`src/lcd_settings.svh`:
```
`ifndef LCD_SETTINGS_SVH
`define LCD_SETTINGS_SVH

// ---------------------------------------------------------------------------
// panel timing, in pixels per line and lines per frame
// kept tiny so a frame simulates quickly
// ---------------------------------------------------------------------------
`define LCD_H_DISP   64
`define LCD_H_FRONT  4
`define LCD_H_SYNC   4
`define LCD_H_BACK   8

`define LCD_V_DISP   32
`define LCD_V_FRONT  2
`define LCD_V_SYNC   2
`define LCD_V_BACK   2

// full scan lengths
`define LCD_H_TOTAL  (`LCD_H_DISP + `LCD_H_FRONT + `LCD_H_SYNC + `LCD_H_BACK)
`define LCD_V_TOTAL  (`LCD_V_DISP + `LCD_V_FRONT + `LCD_V_SYNC + `LCD_V_BACK)

// ---------------------------------------------------------------------------
// drawing records held by the command store
// ---------------------------------------------------------------------------
`define LCD_SLOTS    4

// ---------------------------------------------------------------------------
// named colours, 24-bit rgb with red in the top byte
// ---------------------------------------------------------------------------
`define LCD_RED      24'hFF0000
`define LCD_GREEN    24'h00FF00
`define LCD_BLUE     24'h0000FF
`define LCD_WHITE    24'hFFFFFF
`define LCD_BLACK    24'h000000
`define LCD_YELLOW   24'hFFFF00
`define LCD_CYAN     24'h00FFFF
`define LCD_ROYAL    24'h4169E1

`endif
```
`src/lcd_pkg.sv`:
```
`default_nettype none

package lcd_pkg;

	// pixel coordinate, wide enough for large panels
	typedef logic [11:0] coord_t;

	// colour, red in [23:16], green in [15:8], blue in [7:0]
	typedef logic [23:0] rgb_t;

	// raw word on the command input
	typedef logic [31:0] cmd_word_t;

	// background test patterns, encoded as in bits 1:0 of the pattern command
	typedef enum logic [1:0] {
		pat_hbars   = 2'd0,
		pat_vbars   = 2'd1,
		pat_product = 2'd2,
		pat_gray    = 2'd3
	} pattern_t;

	// command parser states
	typedef enum logic [1:0] {
		st_header  = 2'd0,
		st_corner0 = 2'd1,
		st_corner1 = 2'd2,
		st_color   = 2'd3
	} parse_state_t;

endpackage

`default_nettype wire

```
`src/lcd_top.sv`:
```
`timescale 1ns/10ps
`default_nettype none

`include "lcd_settings.svh"

module lcd_top
(
	input wire clk,
	input wire rst_n,
	input wire cmd_strobe,
	input wire lcd_pkg::cmd_word_t cmd_data,
	output logic lcd_de,
	output logic lcd_hsync,
	output logic lcd_vsync,
	output lcd_pkg::rgb_t lcd_data
);

	// scan position
	wire lcd_pkg::coord_t pos_x;
	wire lcd_pkg::coord_t pos_y;
	wire pos_active;

	// drawing records and pattern select
	wire [`LCD_SLOTS-1:0] slot_valid;
	wire lcd_pkg::coord_t [`LCD_SLOTS-1:0] slot_x0;
	wire lcd_pkg::coord_t [`LCD_SLOTS-1:0] slot_y0;
	wire lcd_pkg::coord_t [`LCD_SLOTS-1:0] slot_x1;
	wire lcd_pkg::coord_t [`LCD_SLOTS-1:0] slot_y1;
	wire lcd_pkg::rgb_t [`LCD_SLOTS-1:0] slot_color;
	wire lcd_pkg::pattern_t pattern;

	lcd_timing u_timing (
		.clk        (clk),
		.rst_n      (rst_n),
		.pos_x      (pos_x),
		.pos_y      (pos_y),
		.pos_active (pos_active),
		.lcd_de     (lcd_de),
		.lcd_hsync  (lcd_hsync),
		.lcd_vsync  (lcd_vsync)
	);

	lcd_cmd_store u_cmd_store (
		.clk        (clk),
		.rst_n      (rst_n),
		.cmd_strobe (cmd_strobe),
		.cmd_data   (cmd_data),
		.slot_valid (slot_valid),
		.slot_x0    (slot_x0),
		.slot_y0    (slot_y0),
		.slot_x1    (slot_x1),
		.slot_y1    (slot_y1),
		.slot_color (slot_color),
		.pattern    (pattern)
	);

	lcd_display u_display (
		.clk        (clk),
		.rst_n      (rst_n),
		.pos_x      (pos_x),
		.pos_y      (pos_y),
		.pos_active (pos_active),
		.slot_valid (slot_valid),
		.slot_x0    (slot_x0),
		.slot_y0    (slot_y0),
		.slot_x1    (slot_x1),
		.slot_y1    (slot_y1),
		.slot_color (slot_color),
		.pattern    (pattern),
		.lcd_data   (lcd_data)
	);

endmodule

`default_nettype wire

```
`src/lcd_display.sv`:
```
`timescale 1ns/10ps
`default_nettype none

`include "lcd_settings.svh"

module lcd_display
(
	input wire clk,
	input wire rst_n,
	input wire lcd_pkg::coord_t pos_x,
	input wire lcd_pkg::coord_t pos_y,
	input wire pos_active,
	input wire [`LCD_SLOTS-1:0] slot_valid,
	input wire lcd_pkg::coord_t [`LCD_SLOTS-1:0] slot_x0,
	input wire lcd_pkg::coord_t [`LCD_SLOTS-1:0] slot_y0,
	input wire lcd_pkg::coord_t [`LCD_SLOTS-1:0] slot_x1,
	input wire lcd_pkg::coord_t [`LCD_SLOTS-1:0] slot_y1,
	input wire lcd_pkg::rgb_t [`LCD_SLOTS-1:0] slot_color,
	input wire lcd_pkg::pattern_t pattern,
	output lcd_pkg::rgb_t lcd_data
);

	// band sizes for the colour bar patterns
	localparam lcd_pkg::coord_t BAND_H = lcd_pkg::coord_t'(`LCD_V_DISP / 8);
	localparam lcd_pkg::coord_t BAND_W = lcd_pkg::coord_t'(`LCD_H_DISP / 8);
	localparam lcd_pkg::coord_t HALF_V = lcd_pkg::coord_t'(`LCD_V_DISP / 2);

	lcd_pkg::coord_t band_y;
	lcd_pkg::coord_t band_x;
	lcd_pkg::rgb_t product;
	lcd_pkg::rgb_t gray;
	lcd_pkg::rgb_t background;
	lcd_pkg::rgb_t pixel;

	// colour of bar number band, black past the last bar
	function automatic lcd_pkg::rgb_t band_rgb(input lcd_pkg::coord_t band);
		case (band)
			12'd0: band_rgb = `LCD_RED;
			12'd1: band_rgb = `LCD_GREEN;
			12'd2: band_rgb = `LCD_BLUE;
			12'd3: band_rgb = `LCD_WHITE;
			12'd4: band_rgb = `LCD_BLACK;
			12'd5: band_rgb = `LCD_YELLOW;
			12'd6: band_rgb = `LCD_CYAN;
			12'd7: band_rgb = `LCD_ROYAL;
			default: band_rgb = `LCD_BLACK;
		endcase
	endfunction

	// ------------------------------------------------------------------------
	// background patterns
	// ------------------------------------------------------------------------
	assign band_y = pos_y / BAND_H;
	assign band_x = pos_x / BAND_W;

	// 12 x 12 bits fills the colour exactly
	assign product = pos_x * pos_y;

	// gray ramp by line in the top half, by column below
	assign gray = (pos_y < HALF_V) ? {3{pos_y[7:0]}} : {3{pos_x[7:0]}};

	always_comb
	begin
		case (pattern)
			lcd_pkg::pat_hbars: background = band_rgb(band_y);
			lcd_pkg::pat_vbars: background = band_rgb(band_x);
			lcd_pkg::pat_product: background = product;
			lcd_pkg::pat_gray: background = gray;
			default: background = `LCD_BLACK;
		endcase
	end

	// ------------------------------------------------------------------------
	// overlay of the drawing records
	// ------------------------------------------------------------------------
	always_comb
	begin
		pixel = background;
		// later slots override earlier ones
		for (int i = 0; i < `LCD_SLOTS; i++)
		begin
			if (slot_valid[i]
				&& (pos_x >= slot_x0[i]) && (pos_x <= slot_x1[i])
				&& (pos_y >= slot_y0[i]) && (pos_y <= slot_y1[i]))
				pixel = slot_color[i];
		end
	end

	// output register, blank outside the visible area
	always_ff @(posedge clk or negedge rst_n)
	begin
		if (!rst_n)
			lcd_data <= '0;
		else
			lcd_data <= pos_active ? pixel : '0;
	end

endmodule

`default_nettype wire

```
`src/lcd_cmd_store.sv`:
```
`timescale 1ns/10ps
`default_nettype none

`include "lcd_settings.svh"

module lcd_cmd_store
(
	input wire clk,
	input wire rst_n,
	input wire cmd_strobe,
	input wire lcd_pkg::cmd_word_t cmd_data,
	output logic [`LCD_SLOTS-1:0] slot_valid,
	output lcd_pkg::coord_t [`LCD_SLOTS-1:0] slot_x0,
	output lcd_pkg::coord_t [`LCD_SLOTS-1:0] slot_y0,
	output lcd_pkg::coord_t [`LCD_SLOTS-1:0] slot_x1,
	output lcd_pkg::coord_t [`LCD_SLOTS-1:0] slot_y1,
	output lcd_pkg::rgb_t [`LCD_SLOTS-1:0] slot_color,
	output lcd_pkg::pattern_t pattern
);

	localparam int PTR_W = (`LCD_SLOTS > 1) ? $clog2(`LCD_SLOTS) : 1;

	// header marker and opcodes
	localparam logic [7:0] CMD_MARK = 8'hFF;
	localparam logic [7:0] OP_PIXEL = 8'h00;
	localparam logic [7:0] OP_RECT = 8'h02;
	localparam logic [7:0] OP_PATTERN = 8'h03;
	localparam logic [7:0] OP_CLEAR = 8'h04;

	lcd_pkg::parse_state_t state;
	logic is_rect;
	logic [PTR_W-1:0] wr_ptr;

	// captured corners, unordered
	lcd_pkg::coord_t ax;
	lcd_pkg::coord_t ay;
	lcd_pkg::coord_t bx;
	lcd_pkg::coord_t by;

	// field views of the incoming word
	wire is_header = (cmd_data[31:24] == CMD_MARK);
	wire [7:0] opcode = cmd_data[15:8];
	wire lcd_pkg::coord_t word_x = cmd_data[27:16];
	wire lcd_pkg::coord_t word_y = cmd_data[11:0];

	wire rec_write = cmd_strobe && (state == lcd_pkg::st_color);
	wire [PTR_W-1:0] ptr_next = (wr_ptr == PTR_W'(`LCD_SLOTS - 1)) ? '0 : wr_ptr + 1'b1;

	// corners sorted so that x0 <= x1 and y0 <= y1
	wire lcd_pkg::coord_t lo_x = (ax <= bx) ? ax : bx;
	wire lcd_pkg::coord_t hi_x = (ax <= bx) ? bx : ax;
	wire lcd_pkg::coord_t lo_y = (ay <= by) ? ay : by;
	wire lcd_pkg::coord_t hi_y = (ay <= by) ? by : ay;

	// ------------------------------------------------------------------------
	// parser FSM, valid bits, pointer and pattern select
	// ------------------------------------------------------------------------
	always_ff @(posedge clk or negedge rst_n)
	begin
		if (!rst_n)
		begin
			state <= lcd_pkg::st_header;
			is_rect <= 1'b0;
			wr_ptr <= '0;
			slot_valid <= '0;
			pattern <= lcd_pkg::pat_hbars;
		end
		else if (cmd_strobe)
		begin
			case (state)
				lcd_pkg::st_header:
				begin
					// anything without the marker is dropped
					if (is_header)
					begin
						case (opcode)
							OP_PIXEL:
							begin
								is_rect <= 1'b0;
								state <= lcd_pkg::st_corner0;
							end
							OP_RECT:
							begin
								is_rect <= 1'b1;
								state <= lcd_pkg::st_corner0;
							end
							OP_PATTERN:
								pattern <= lcd_pkg::pattern_t'(cmd_data[1:0]);
							OP_CLEAR:
							begin
								slot_valid <= '0;
								wr_ptr <= '0;
							end
							default:
								state <= lcd_pkg::st_header;
						endcase
					end
				end
				lcd_pkg::st_corner0:
					state <= is_rect ? lcd_pkg::st_corner1 : lcd_pkg::st_color;
				lcd_pkg::st_corner1:
					state <= lcd_pkg::st_color;
				lcd_pkg::st_color:
				begin
					slot_valid[wr_ptr] <= 1'b1;
					wr_ptr <= ptr_next;
					state <= lcd_pkg::st_header;
				end
				default:
					state <= lcd_pkg::st_header;
			endcase
		end
	end

	// corner capture; a pixel gets both corners from its one word
	always_ff @(posedge clk)
	begin
		if (cmd_strobe && (state == lcd_pkg::st_corner0))
		begin
			ax <= word_x;
			ay <= word_y;
			bx <= word_x;
			by <= word_y;
		end
		else if (cmd_strobe && (state == lcd_pkg::st_corner1))
		begin
			bx <= word_x;
			by <= word_y;
		end
	end

	// ------------------------------------------------------------------------
	// record payload
	// ------------------------------------------------------------------------
	always_ff @(posedge clk)
	begin
		if (rec_write)
		begin
			slot_x0[wr_ptr] <= lo_x;
			slot_y0[wr_ptr] <= lo_y;
			slot_x1[wr_ptr] <= hi_x;
			slot_y1[wr_ptr] <= hi_y;
			slot_color[wr_ptr] <= cmd_data[23:0];
		end
	end

endmodule

`default_nettype wire

```
`src/lcd_timing.sv`:
```
`timescale 1ns/10ps
`default_nettype none

`include "lcd_settings.svh"

module lcd_timing
(
	input wire clk,
	input wire rst_n,
	output lcd_pkg::coord_t pos_x,
	output lcd_pkg::coord_t pos_y,
	output logic pos_active,
	output logic lcd_de,
	output logic lcd_hsync,
	output logic lcd_vsync
);

	// line layout: visible, front porch, sync, back porch
	localparam lcd_pkg::coord_t H_LAST = lcd_pkg::coord_t'(`LCD_H_TOTAL - 1);
	localparam lcd_pkg::coord_t V_LAST = lcd_pkg::coord_t'(`LCD_V_TOTAL - 1);
	localparam lcd_pkg::coord_t H_SYNC_ON = lcd_pkg::coord_t'(`LCD_H_DISP + `LCD_H_FRONT);
	localparam lcd_pkg::coord_t H_SYNC_OFF = lcd_pkg::coord_t'(`LCD_H_DISP + `LCD_H_FRONT
		+ `LCD_H_SYNC);
	localparam lcd_pkg::coord_t V_SYNC_ON = lcd_pkg::coord_t'(`LCD_V_DISP + `LCD_V_FRONT);
	localparam lcd_pkg::coord_t V_SYNC_OFF = lcd_pkg::coord_t'(`LCD_V_DISP + `LCD_V_FRONT
		+ `LCD_V_SYNC);

	lcd_pkg::coord_t h_cnt;
	lcd_pkg::coord_t v_cnt;
	logic hsync_q;
	logic vsync_q;

	// ------------------------------------------------------------------------
	// scan counters
	// ------------------------------------------------------------------------
	always_ff @(posedge clk or negedge rst_n)
	begin
		if (!rst_n)
		begin
			h_cnt <= '0;
			v_cnt <= '0;
		end
		else if (h_cnt == H_LAST)
		begin
			h_cnt <= '0;
			v_cnt <= (v_cnt == V_LAST) ? '0 : v_cnt + 1'b1;
		end
		else
			h_cnt <= h_cnt + 1'b1;
	end

	// ------------------------------------------------------------------------
	// position stage, first cycle of latency
	// ------------------------------------------------------------------------
	always_ff @(posedge clk or negedge rst_n)
	begin
		if (!rst_n)
		begin
			pos_x <= '0;
			pos_y <= '0;
			pos_active <= 1'b0;
			hsync_q <= 1'b1;
			vsync_q <= 1'b1;
		end
		else
		begin
			pos_x <= h_cnt;
			pos_y <= v_cnt;
			pos_active <= (h_cnt < lcd_pkg::coord_t'(`LCD_H_DISP))
				&& (v_cnt < lcd_pkg::coord_t'(`LCD_V_DISP));
			// syncs are active low
			hsync_q <= !((h_cnt >= H_SYNC_ON) && (h_cnt < H_SYNC_OFF));
			vsync_q <= !((v_cnt >= V_SYNC_ON) && (v_cnt < V_SYNC_OFF));
		end
	end

	// one more stage so enable and syncs line up with the colour register
	always_ff @(posedge clk or negedge rst_n)
	begin
		if (!rst_n)
		begin
			lcd_de <= 1'b0;
			lcd_hsync <= 1'b1;
			lcd_vsync <= 1'b1;
		end
		else
		begin
			lcd_de <= pos_active;
			lcd_hsync <= hsync_q;
			lcd_vsync <= vsync_q;
		end
	end

endmodule

`default_nettype wire

```
`config.mk`:
```
export PLATFORM = sky130hd
export DESIGN_NAME = lcd_top
export DESIGN_NICKNAME = d
export VERILOG_FILES = /design/src/lcd_pkg.sv /design/src/lcd_top.sv /design/src/lcd_display.sv /design/src/lcd_cmd_store.sv /design/src/lcd_timing.sv
export VERILOG_INCLUDE_DIRS = /design/src
export SDC_FILE = /design/constraint.sdc
export NUM_CORES = 1
export LEC_CHECK = 0
export BUFFER_PORTS_ARGS = -buffer_cell sky130_fd_sc_hd__buf_2
export CORE_MARGIN = 2
export CORE_UTILIZATION = 45
export DETAILED_ROUTE_END_ITERATION = 10
export GPL_ROUTABILITY_DRIVEN = 0
export PLACE_DENSITY = 0.72
export SETUP_SLACK_MARGIN = 0.5
export SYNTH_ARGS = -nofsm -noshare
export SYNTH_HDL_FRONTEND = slang
export SYNTH_SLANG_ARGS = --single-unit
```
`constraint.sdc`:
```
create_clock -name clk -period 6.62 [get_ports clk]
set_clock_uncertainty 0.15 [all_clocks]
set_input_delay 0.331 -clock clk [delete_from_list [all_inputs] [get_ports clk]]
set_output_delay 0.331 -clock clk [all_outputs]
set_load 0.02 [all_outputs]
```
==> results of run 1 <==
[cell families (layout without fill, tap and decap cells)]
kind of cell | after synthesis | after routing | share of synthesized area (%)
AO/OA/AOI/OAI | 346 | 346 | 9.07
XOR/XNOR | 32 | 32 | 1.09
adder cells (fa/ha/maj) | 396 | 396 | 22.2
buffers and inverters | 417 | 595 | 6.16
flip-flops | 425 | 425 | 48.0
multiplexers | 85 | 85 | 3.62
AND/OR/NAND/NOR | 512 | 512 | 9.84
[power breakdown]
part	switching, mW	leakage (nW)	internal, mW
clock network	1.04	0.685	1.37
logic	0.618	8.43	0.319
registers	0.0972	4.16	3.28
total	1.76	13.3	4.97
[registers in the layout, summed over array words and instances, names as in the netlist, 24 cells and up]
name / cells
u_cmd_store.slot_color: 96
u_cmd_store.slot_y0: 48
u_cmd_store.slot_x0: 48
u_cmd_store.slot_y1: 48
u_cmd_store.slot_x1: 48
u_display.lcd_data: 24
[routing by layer]
layer | vias to the layer above | share of wire [%]
met5 | - | 0
met4 | 0 | 3.7
met3 | 128 | 6.7
met2 | 671 | 47
met1 | 8787 | 43
li1 | 8024 | -
[worst paths after layout]
kind	startpoint	end	slack (ns)
max	u_timing.pos_y[5]$_DFF_PN0_	u_display.lcd_data[15]$_DFF_PN0_	0.71
min reg2reg	u_timing.hsync_q$_DFF_PN1_	u_timing.lcd_hsync$_DFF_PN1_	0.20
min in group clk	u_timing.hsync_q$_DFF_PN1_	u_timing.lcd_hsync$_DFF_PN1_	0.20
min	rst_n	u_cmd_store.is_rect$_DFFE_PN0P_	0.09
max reg2reg	u_timing.pos_y[5]$_DFF_PN0_	u_display.lcd_data[15]$_DFF_PN0_	0.71
max in group asynchronous	rst_n	u_timing.pos_y[4]$_DFF_PN0_	5.01
[area by class of cell]
type	count	area, sq um
flip-flops and latches	425	12300
clock buffers	61	1220
inverters	364	1370
multi-input cells	1371	11900
fillers	4858	27300
repair buffers	154	1150
well taps	756	946
clock inverters	16	165
[per-stage QoR]
| step | worst slack, ns | util (%) | hold WS (ns) |
|---|---|---|---|
| 6_report | 0.712 | 51.5 | 0.0894 |
| 5_1_grt | 0.479 | 51.5 | 0.131 |
| 4_1_cts | 0.525 | 51.0 | 0.0895 |
| 3_5_place_dp | 0.456 | 48.0 | 0.167 |
| 3_3_place_gp | 0.515 | 48.0 | 0.154 |
| 2_1_floorplan | 0.524 | - | -0.115 |
[critical path: cells and delay by family (launching register included)]
kind / cells / cell delay (ns)
fa+ha+maj: 6 / 2.63
xor+xnor: 1 / 0.14
buf+inv: 4 / 0.50
simple gates: 2 / 0.25
flops: 1 / 0.48
compound gates: 7 / 1.68
[Yosys cell counts, drive strengths merged (3+ instances only)]
cell and instances:
inv 364, a31oi 15, nor3 25, xor2 13
nor2b 18, o22ai 3, and4 5, a2111oi 4
dfstp 4, fa 100, nand4 44, a21o 44
nand2b 14, a311o 4, a21oi 107, edfxtp 336
or3 6, a211o 10, ha 296, mux2i 22
and3 19, o31ai 8, xnor2 19, o21a 16
mux2 63, dfrtp 85, nand2 168, a221oi 5
nor2 82, a211oi 15, nand3 59, a21boi 4
o211ai 24, nor4 4, o21ai 56, a311oi 4
o221ai 5, buf 6, clkbuf 47, and2 57
[cells in the final DEF, fill, tap and decap left out, types with 52 or more instances in the layout]
cell type  synthesis  routed
a21oi_1          104      99
and2_1            56      56
buf_2              4      60
buf_4              1      54
dfrtp_1           85      69
edfxtp_1         336     336
fa_1             100     100
ha_1             296     291
inv_1            364     364
mux2_2            62      62
nand2_1          168     168
nand3_1           59      59
nor2_1            81      81
o21ai_0           54      52
[repair_timing]
| item | 4_1_cts | 5_1_grt |
|---|---|---|
| endpoints found under the hold margin | 176 | 0 |
| pin swaps | 1 | 8 |
| gates resized for setup | 5 | 40 |
| setup buffers | 1 | 20 |
| setup endpoints to repair | 2 | 11 |
| hold buffers | 30 | 0 |
==> results.md, run 1 <==
* Detailed Route Iter0 Violations at 1346
* Placed cell count at 3019
* Drt via density at 5.60
* Rel. slew slack at 30.5%
* CP endpoint kind: flip-flop
* Vias at 17600
* Clock Latency Late Sink at 0.59 ns
* Fin area at 0.0291 sq mm
* Final cell count without fillers at 3147
* Met2 GRT Util at 36.4%
* Cts bufs inserted at 43
* Busiest grt layer: met2
* Syn_area_per_cell at 11.6 sq um
* Post-synth EDFFs at 336
* Yosys reg bits at 425
* Placed cell area at 0.0271 sq mm
* Status: finished, final reports clean
* Area leader, netlist: edfxtp_1
* Post-Synthesis Cells at 2213
* Pwr Total at 6.72 mW
* Max Clk Rate at 0.169 GHz
* Synthesized area at 0.0257 sq mm
* Final setup vio count at 0
* DPL Wire Length at 47300 microns
* M1 GR Usage at 29.9%
* Area contributors post-synth: edfxtp_1, ha_1, dfrtp_1
* Most frequent CP cell: fa_1
* Synthesized net count at 2644
* Worst Setup Start Kind: flip-flop
* CTS tree: built
* Vias in the first global route at 17800
* DRT Wirelength at 65500 microns
* Met3 Track Usage GR at 3.33%
* DR pass1 iterations at 5
* Final hold viol count at 0
* Slew Viols, Final at 0
* Pin slew with the least headroom to its limit at 1.04 ns
* Row cnt at 87
* First-pass GRT wire length at 101000 microns
* Maximum number of pins on one net before global-route repair at 60
* Final Cycle Share at 89.2%
* FF-to-FF path depth at 20
* Final ANT Viol Nets at 0
* Synth-to-layout area growth at 13.2%
* Crit path cell chain: buf_6, and2_1, fa_1, ha_1, fa_1, inv_1, fa_1, fa_1, inv_1, ha_2, a21o_1, a21oi_2, a21oi_2, o41ai_4, buf_4, xnor2_1, nand2_1, a311o_1, a311o_1, a221oi_2
* Boundary Pins at 62
* N_diodes at 0
* Hold Path Class: in -> async
* WS Path Type: reg -> reg
* Synth cell types at 79
* Minimum clock period after layout at 5.91 ns
* TritonCTS Sinks at 425
* FFs w/ async S/R, synth at 20.9%
* Die W at 243 microns
* CP max FO at 13
* Fin nets at 2790
* Clock Pin Slew Worst Setup and Hold Paths at 0.07 ns
* Core box area at 0.0564 sq mm
* Share of layout cells above drive strength 1 at 12.9%
* Root Buffer: clkbuf_16
* Unrepaired setup endpoints after global routing: no
* Critical Path Max Stage Delay at 0.56 ns
* Chip Height at 243 microns
* Slowest stage cell, crit path: fa_1
* CP arrival at 6.25 ns
* Longest Clk Path Bufs at 3
* Starting density of the core at 45.5%
* Worst VDD drop at 0.000245 V
* DR WL/cell at 20.8 microns
* Top cell type's share of synthesized area at 39.3%
* PortBufs at 61
* YS warnings at 0
* Die area at 0.0590 sq mm
* Initial antenna violation count at 0
* Post-synthesis sequential area ratio at 48.0%
* GRT Util Overall at 22.2%
* Max-cap violations at 0
* Leakage at 13.3 nW
* H-tree depth at 2
* Residual DRC at 0
* GRT Residual Overflow at 0
* WP data required at 6.96 ns
* PwrDens at 231 mW/mm^2
* Main synth FF type: edfxtp_1
* Setup TNS at 0 ns
No activity file was read; power rests on OpenSTA's default activity.
==> run 2, diff against run 1 <==
PLACE_DENSITY = 0.7   (was 0.72)
clock period = 6.5 ns   (was 6.62 ns; I/O delays follow)
==> results.md, run 2 (synthesized netlist as in run 1, its figures left out) <==
* Residual DRC at 0
* Minimum clock period after layout at 5.90 ns
* PwrDens at 238 mW/mm^2
* N_diodes at 0
* TritonCTS Sinks at 425
* Slew Viols, Final at 0
* Detailed Route Iter0 Violations at 1732
* Fin nets at 2799
* Status: finished, final reports clean
* Worst VDD drop at 0.000274 V
* Initial antenna violation count at 1
* Drt via density at 5.54
* Clock Latency Late Sink at 0.59 ns
* Rel. slew slack at 17.4%
* Die W at 243 microns
* Unrepaired setup endpoints after global routing: no
* GRT Residual Overflow at 0
* Placed cell area at 0.0271 sq mm
* Worst Setup Start Kind: flip-flop
* First-pass GRT wire length at 101000 microns
* Final ANT Viol Nets at 0
* Synth-to-layout area growth at 14.8%
* Starting density of the core at 45.5%
* Max-cap violations at 0
* Largest register FFs at 96
* CTS tree: built
* Fin Hold WS at 0.0281 ns
* CP arrival at 6.21 ns
* Boundary Pins at 62
* Final setup vio count at 0
* PortBufs at 61
* DPL Wire Length at 47000 microns
* Chip Height at 243 microns
* Biggest register: u_cmd_store.slot_color
* Longest Clk Path Bufs at 3
* Cts bufs inserted at 43
* DR WL/cell at 21.0 microns
* Most frequent cells in the layout: inv_1, edfxtp_1, ha_1
* Clock Pin Slew Worst Setup and Hold Paths at 0.07 ns
* Vias at 17500
* Setup TNS at 0 ns
* Pin slew with the least headroom to its limit at 1.24 ns
* H-tree depth at 2
* Share of layout cells above drive strength 1 at 14.1%
* Pwr Total at 7.00 mW
* Final Cycle Share at 90.8%
* GRT Util Overall at 22.2%
* Root Buffer: clkbuf_16
* DR pass1 iterations at 5
* CP max FO at 6
* Max Clk Rate at 0.169 GHz
* Final hold viol count at 0
* DRT Wirelength at 66300 microns
* Fin area at 0.0295 sq mm
* WS Path Type: reg -> reg
* Commonest non-fill, non-tap cell in the layout: inv_1
* Row cnt at 87
* Die area at 0.0590 sq mm
* Core box area at 0.0564 sq mm
* Maximum number of pins on one net before global-route repair at 68
* Hold Path Class: in -> async
* Vias in the first global route at 17700
* Leakage at 13.4 nW
* WP data required at 6.81 ns
* CP endpoint kind: flip-flop
## run 2: cell types whose count changed in the layout (fill, tap and decap cells not counted), sizes merged
cell | before | now
buf | 124 | 133
clkbuf | 61 | 63
bufinv | 2 | 5
clkinv | 6 | 10
inv | 372 | 365
## run 2: layout make-up
cell class / count / area, sq um
Clock buffer: 63 / 1250
Clock inverter: 16 / 246
Fill cell: 4760 / 26900
Inverter: 364 / 1370
Multi-Input combinational cell: 1371 / 12000
Sequential cell: 425 / 12300
Tap cell: 756 / 946
Timing Repair Buffer: 163 / 1280
## run 2: worst paths after layout
| check | start | end | slack, ns | cells after the start |
|---|---|---|---|---|
| hold reg to reg | u_timing.vsync_q$_DFF_PN1_ | u_timing.lcd_vsync$_DFF_PN1_ | 0.20 | 0 |
| setup / recovery | u_timing.pos_x[3]$_DFF_PN0_ | u_display.lcd_data[23]$_DFF_PN0_ | 0.60 | 20 |
| min in group clk | u_timing.vsync_q$_DFF_PN1_ | u_timing.lcd_vsync$_DFF_PN1_ | 0.20 | 0 |
| max in group asynchronous | rst_n | u_timing.pos_x[9]$_DFF_PN0_ | 4.81 | 3 |
| setup reg to reg | u_timing.pos_x[3]$_DFF_PN0_ | u_display.lcd_data[23]$_DFF_PN0_ | 0.60 | 20 |
| hold / removal | rst_n | u_display.lcd_data[5]$_DFF_PN0_ | 0.03 | 2 |
## run 2: critical path: stages (launching register included)
cell	delay, ns
dfrtp_2	0.46
and2_4	0.19
fa_1	0.52
inv_1	0.05
fa_1	0.49
inv_1	0.06
fa_1	0.45
fa_1	0.55
inv_1	0.07
fa_1	0.53
inv_1	0.06
ha_4	0.31
nand4_1	0.12
a21oi_2	0.22
o41ai_4	0.09
buf_4	0.15
o31ai_4	0.27
o2111ai_2	0.14
mux2_4	0.32
a31o_1	0.27
a2111oi_4	0.31
## run 2: what timing repair did
item	4_1_cts	5_1_grt
pin swaps	1	39
hold buffers	30	0
hold endpoints to repair	169	0
resized for setup	19	63
setup endpoints to repair	5	12
buffers inserted	2	30
## run 2: where the power goes
part	internal (mW)	switching [mW]
logic	0.322	0.618
registers	3.34	0.103
clock network	1.55	1.07
## run 2: stage by stage
stage / utilization, % / std cells / setup WS (ns)
after global placement: 48.0 / 3017 / 0.441
after global routing: 52.3 / 3158 / 0.367
final: 52.3 / 3158 / 0.599
after detailed placement: 48.0 / 3017 / 0.318
after CTS: 51.3 / 3128 / 0.505
after floorplan: - / 2213 / 0.511
## run 2: metal layers
layer	global-route usage (%)	share of wire (%)	vias to the layer above
li1	-	-	8060
met1	30.4	42	8584
met2	35.4	46	713
met3	3.28	7.6	143
met4	9.02	3.8	2
met5	0	0.011	-
==> run 3, diff against run 2 <==
CELL_PAD_IN_SITES_DETAIL_PLACEMENT = 1   (was unset)
CELL_PAD_IN_SITES_GLOBAL_PLACEMENT = 1   (was unset)
PLACE_DENSITY = 0.8   (was 0.7)
==> results.md, run 3 (synthesized netlist as in run 1, its figures left out) <==
* H-tree depth at 2
* GRT Residual Overflow at 0
* FF-to-FF path depth at 21
* CP bufs+invs at 5
* CTS tree: built
* R2R Path End: u_display.lcd_data[15]$_DFF_PN0_
* Synth-to-layout area growth at 16.8%
* Worst VDD drop at 0.000264 V
* Clock Latency Late Sink at 0.59 ns
* First-pass GRT wire length at 121000 microns
* Leakage at 13.7 nW
* Fin nets at 2842
* Placed cell count at 3017
* Longest Clk Path Bufs at 3
* Boundary Pins at 62
* Drt via density at 5.84
* Die W at 243 microns
* Final Cycle Share at 93.3%
* DR WL/cell at 26.3 microns
* Pin slew with the least headroom to its limit at 1.25 ns
* Vias at 18700
* Final ANT Viol Nets at 0
* WS Path Type: reg -> reg
* Max Clk Rate at 0.165 GHz
* Minimum clock period after layout at 6.07 ns
* Clock Pin Slew Worst Setup and Hold Paths at 0.06 ns
* Fin Hold WS at 0.0841 ns
* Biggest register: u_cmd_store.slot_color
* Slowest stage cell, crit path: fa_1
* Cts bufs inserted at 47
* Initial antenna violation count at 2
* Commonest non-fill, non-tap cell in the layout: inv_1
* Final hold viol count at 0
* CP max FO at 5
* Worst Setup Start Kind: flip-flop
* Rel. slew slack at 16.3%
* Hold Path Class: in -> async
* Critical path's top delay family: adder cells
* Setup WS pre-CTS at -0.0249 ns
* Core box area at 0.0564 sq mm
* CP endpoint kind: flip-flop
* Unrepaired setup endpoints after global routing: no
* DR pass1 iterations at 5
* GRT Util Overall at 27.0%
* Die area at 0.0590 sq mm
* Root Buffer: clkbuf_16
* DRT Wirelength at 84400 microns
* Maximum number of pins on one net before global-route repair at 73
* Critical Path Max Stage Delay at 0.56 ns
* Max-cap violations at 0
* Most frequent cells in the layout: inv_1, edfxtp_1, ha_1
* PwrDens at 240 mW/mm^2
* Final setup vio count at 0
* PortBufs at 61
* CP arrival at 6.41 ns
* Reg2reg setup slack at 0.43 ns
* Final cell count without fillers at 3207
* Critical Path Start: u_timing.pos_x[4]$_DFF_PN0_
* Share of layout cells above drive strength 1 at 16.7%
* Setup TNS at 0 ns
* Setup ws final at 0.433 ns
* TritonCTS Sinks at 425
* WP data required at 6.85 ns
* Status: finished, final reports clean
* DPL Wire Length at 56000 microns
* Chip Height at 243 microns
* Vias in the first global route at 20200
* Starting density of the core at 45.5%
* Reg2reg start: u_timing.pos_x[4]$_DFF_PN0_
* Detailed Route Iter0 Violations at 1609
* Largest register FFs at 96
* Row cnt at 87
* Slew Viols, Final at 0
* Residual DRC at 0
* Crit path cell chain: buf_4, nand2_1, fa_2, fa_1, inv_1, ha_1, fa_1, inv_1, fa_1, inv_1, ha_4, a21o_1, nand3_2, nand2_2, o41ai_4, buf_4, xnor2_1, nand2_1, a311o_1, a311o_1, a221oi_2
==> run 3: changes by cell type in the layout (fill, tap and decap cells not counted), moves of 4 or more <==
cell,before,now
buf_4,53,81
dfrtp_1,71,65
dfrtp_2,14,20
inv_2,1,7
inv_1,363,355
clkinvlp_4,0,5
bufinv_16,5,1
buf_6,9,17
clkbuf_16,45,53
nand2_1,165,158
nand2_2,3,10
==> run 3: layout make-up <==
| cell class | count | area [sq um] |
|---|---|---|
| Clock buffer | 74 | 1460 |
| Multi-Input combinational cell | 1371 | 12100 |
| Inverter | 364 | 1370 |
| Fill cell | 5943 | 26400 |
| Timing Repair Buffer | 202 | 1680 |
| Antenna cell | 2 | 5.00 |
| Clock inverter | 13 | 115 |
| Tap cell | 756 | 946 |
| Sequential cell | 425 | 12300 |
==> run 3: how the worst max path moves through the flow <==
| stage | end | slack (ns) | cells after the start |
|---|---|---|---|
| final | u_display.lcd_data[15]$_DFF_PN0_ | 0.43 | 21 |
| after global routing | u_display.lcd_data[20]$_DFF_PN0_ | 0.31 | 20 |
| after CTS | u_display.lcd_data[20]$_DFF_PN0_ | 0.50 | 19 |
| after detailed placement | u_display.lcd_data[11]$_DFF_PN0_ | -0.02 | 20 |
| after global placement | u_display.lcd_data[11]$_DFF_PN0_ | 0.15 | 20 |
| after floorplan | u_display.lcd_data[23]$_DFF_PN0_ | 0.51 | 21 |
==> run 3: repair_timing <==
action	CTS	global route
setup buffers	8	62
pin swaps	3	62
endpoints found under the hold margin	172	0
endpoints found under the setup margin	11	13
hold buffers	30	0
cloned	0	1
resized for setup	38	93
==> run 3: metal layers <==
layer | up-vias | track usage [%] | share of wire [%]
met4 | 0 | 9.17 | 3.9
met3 | 188 | 3.76 | 6.5
met2 | 762 | 46.4 | 50
li1 | 8140 | - | -
met1 | 9641 | 35.1 | 40
met5 | - | 0 | 0
==> run 3: power breakdown <==
| group | switching, mW | internal (mW) | leakage (nW) |
|---|---|---|---|
| clock | 1.14 | 1.59 | 0.766 |
| sequential | 0.104 | 3.34 | 4.15 |
| combinational | 0.691 | 0.331 | 8.73 |
==> run 3: stage by stage <==
stage          power [mW]  util, %  instance area (sq um)
3_5_place_dp         4.46     48.0                  27100
6_report             7.19     53.2                  30000
5_1_grt              7.41     53.2                  30000
2_1_floorplan        4.04        -                  25700
4_1_cts              7.19     51.6                  29100
3_3_place_gp         4.38     48.0                  27100
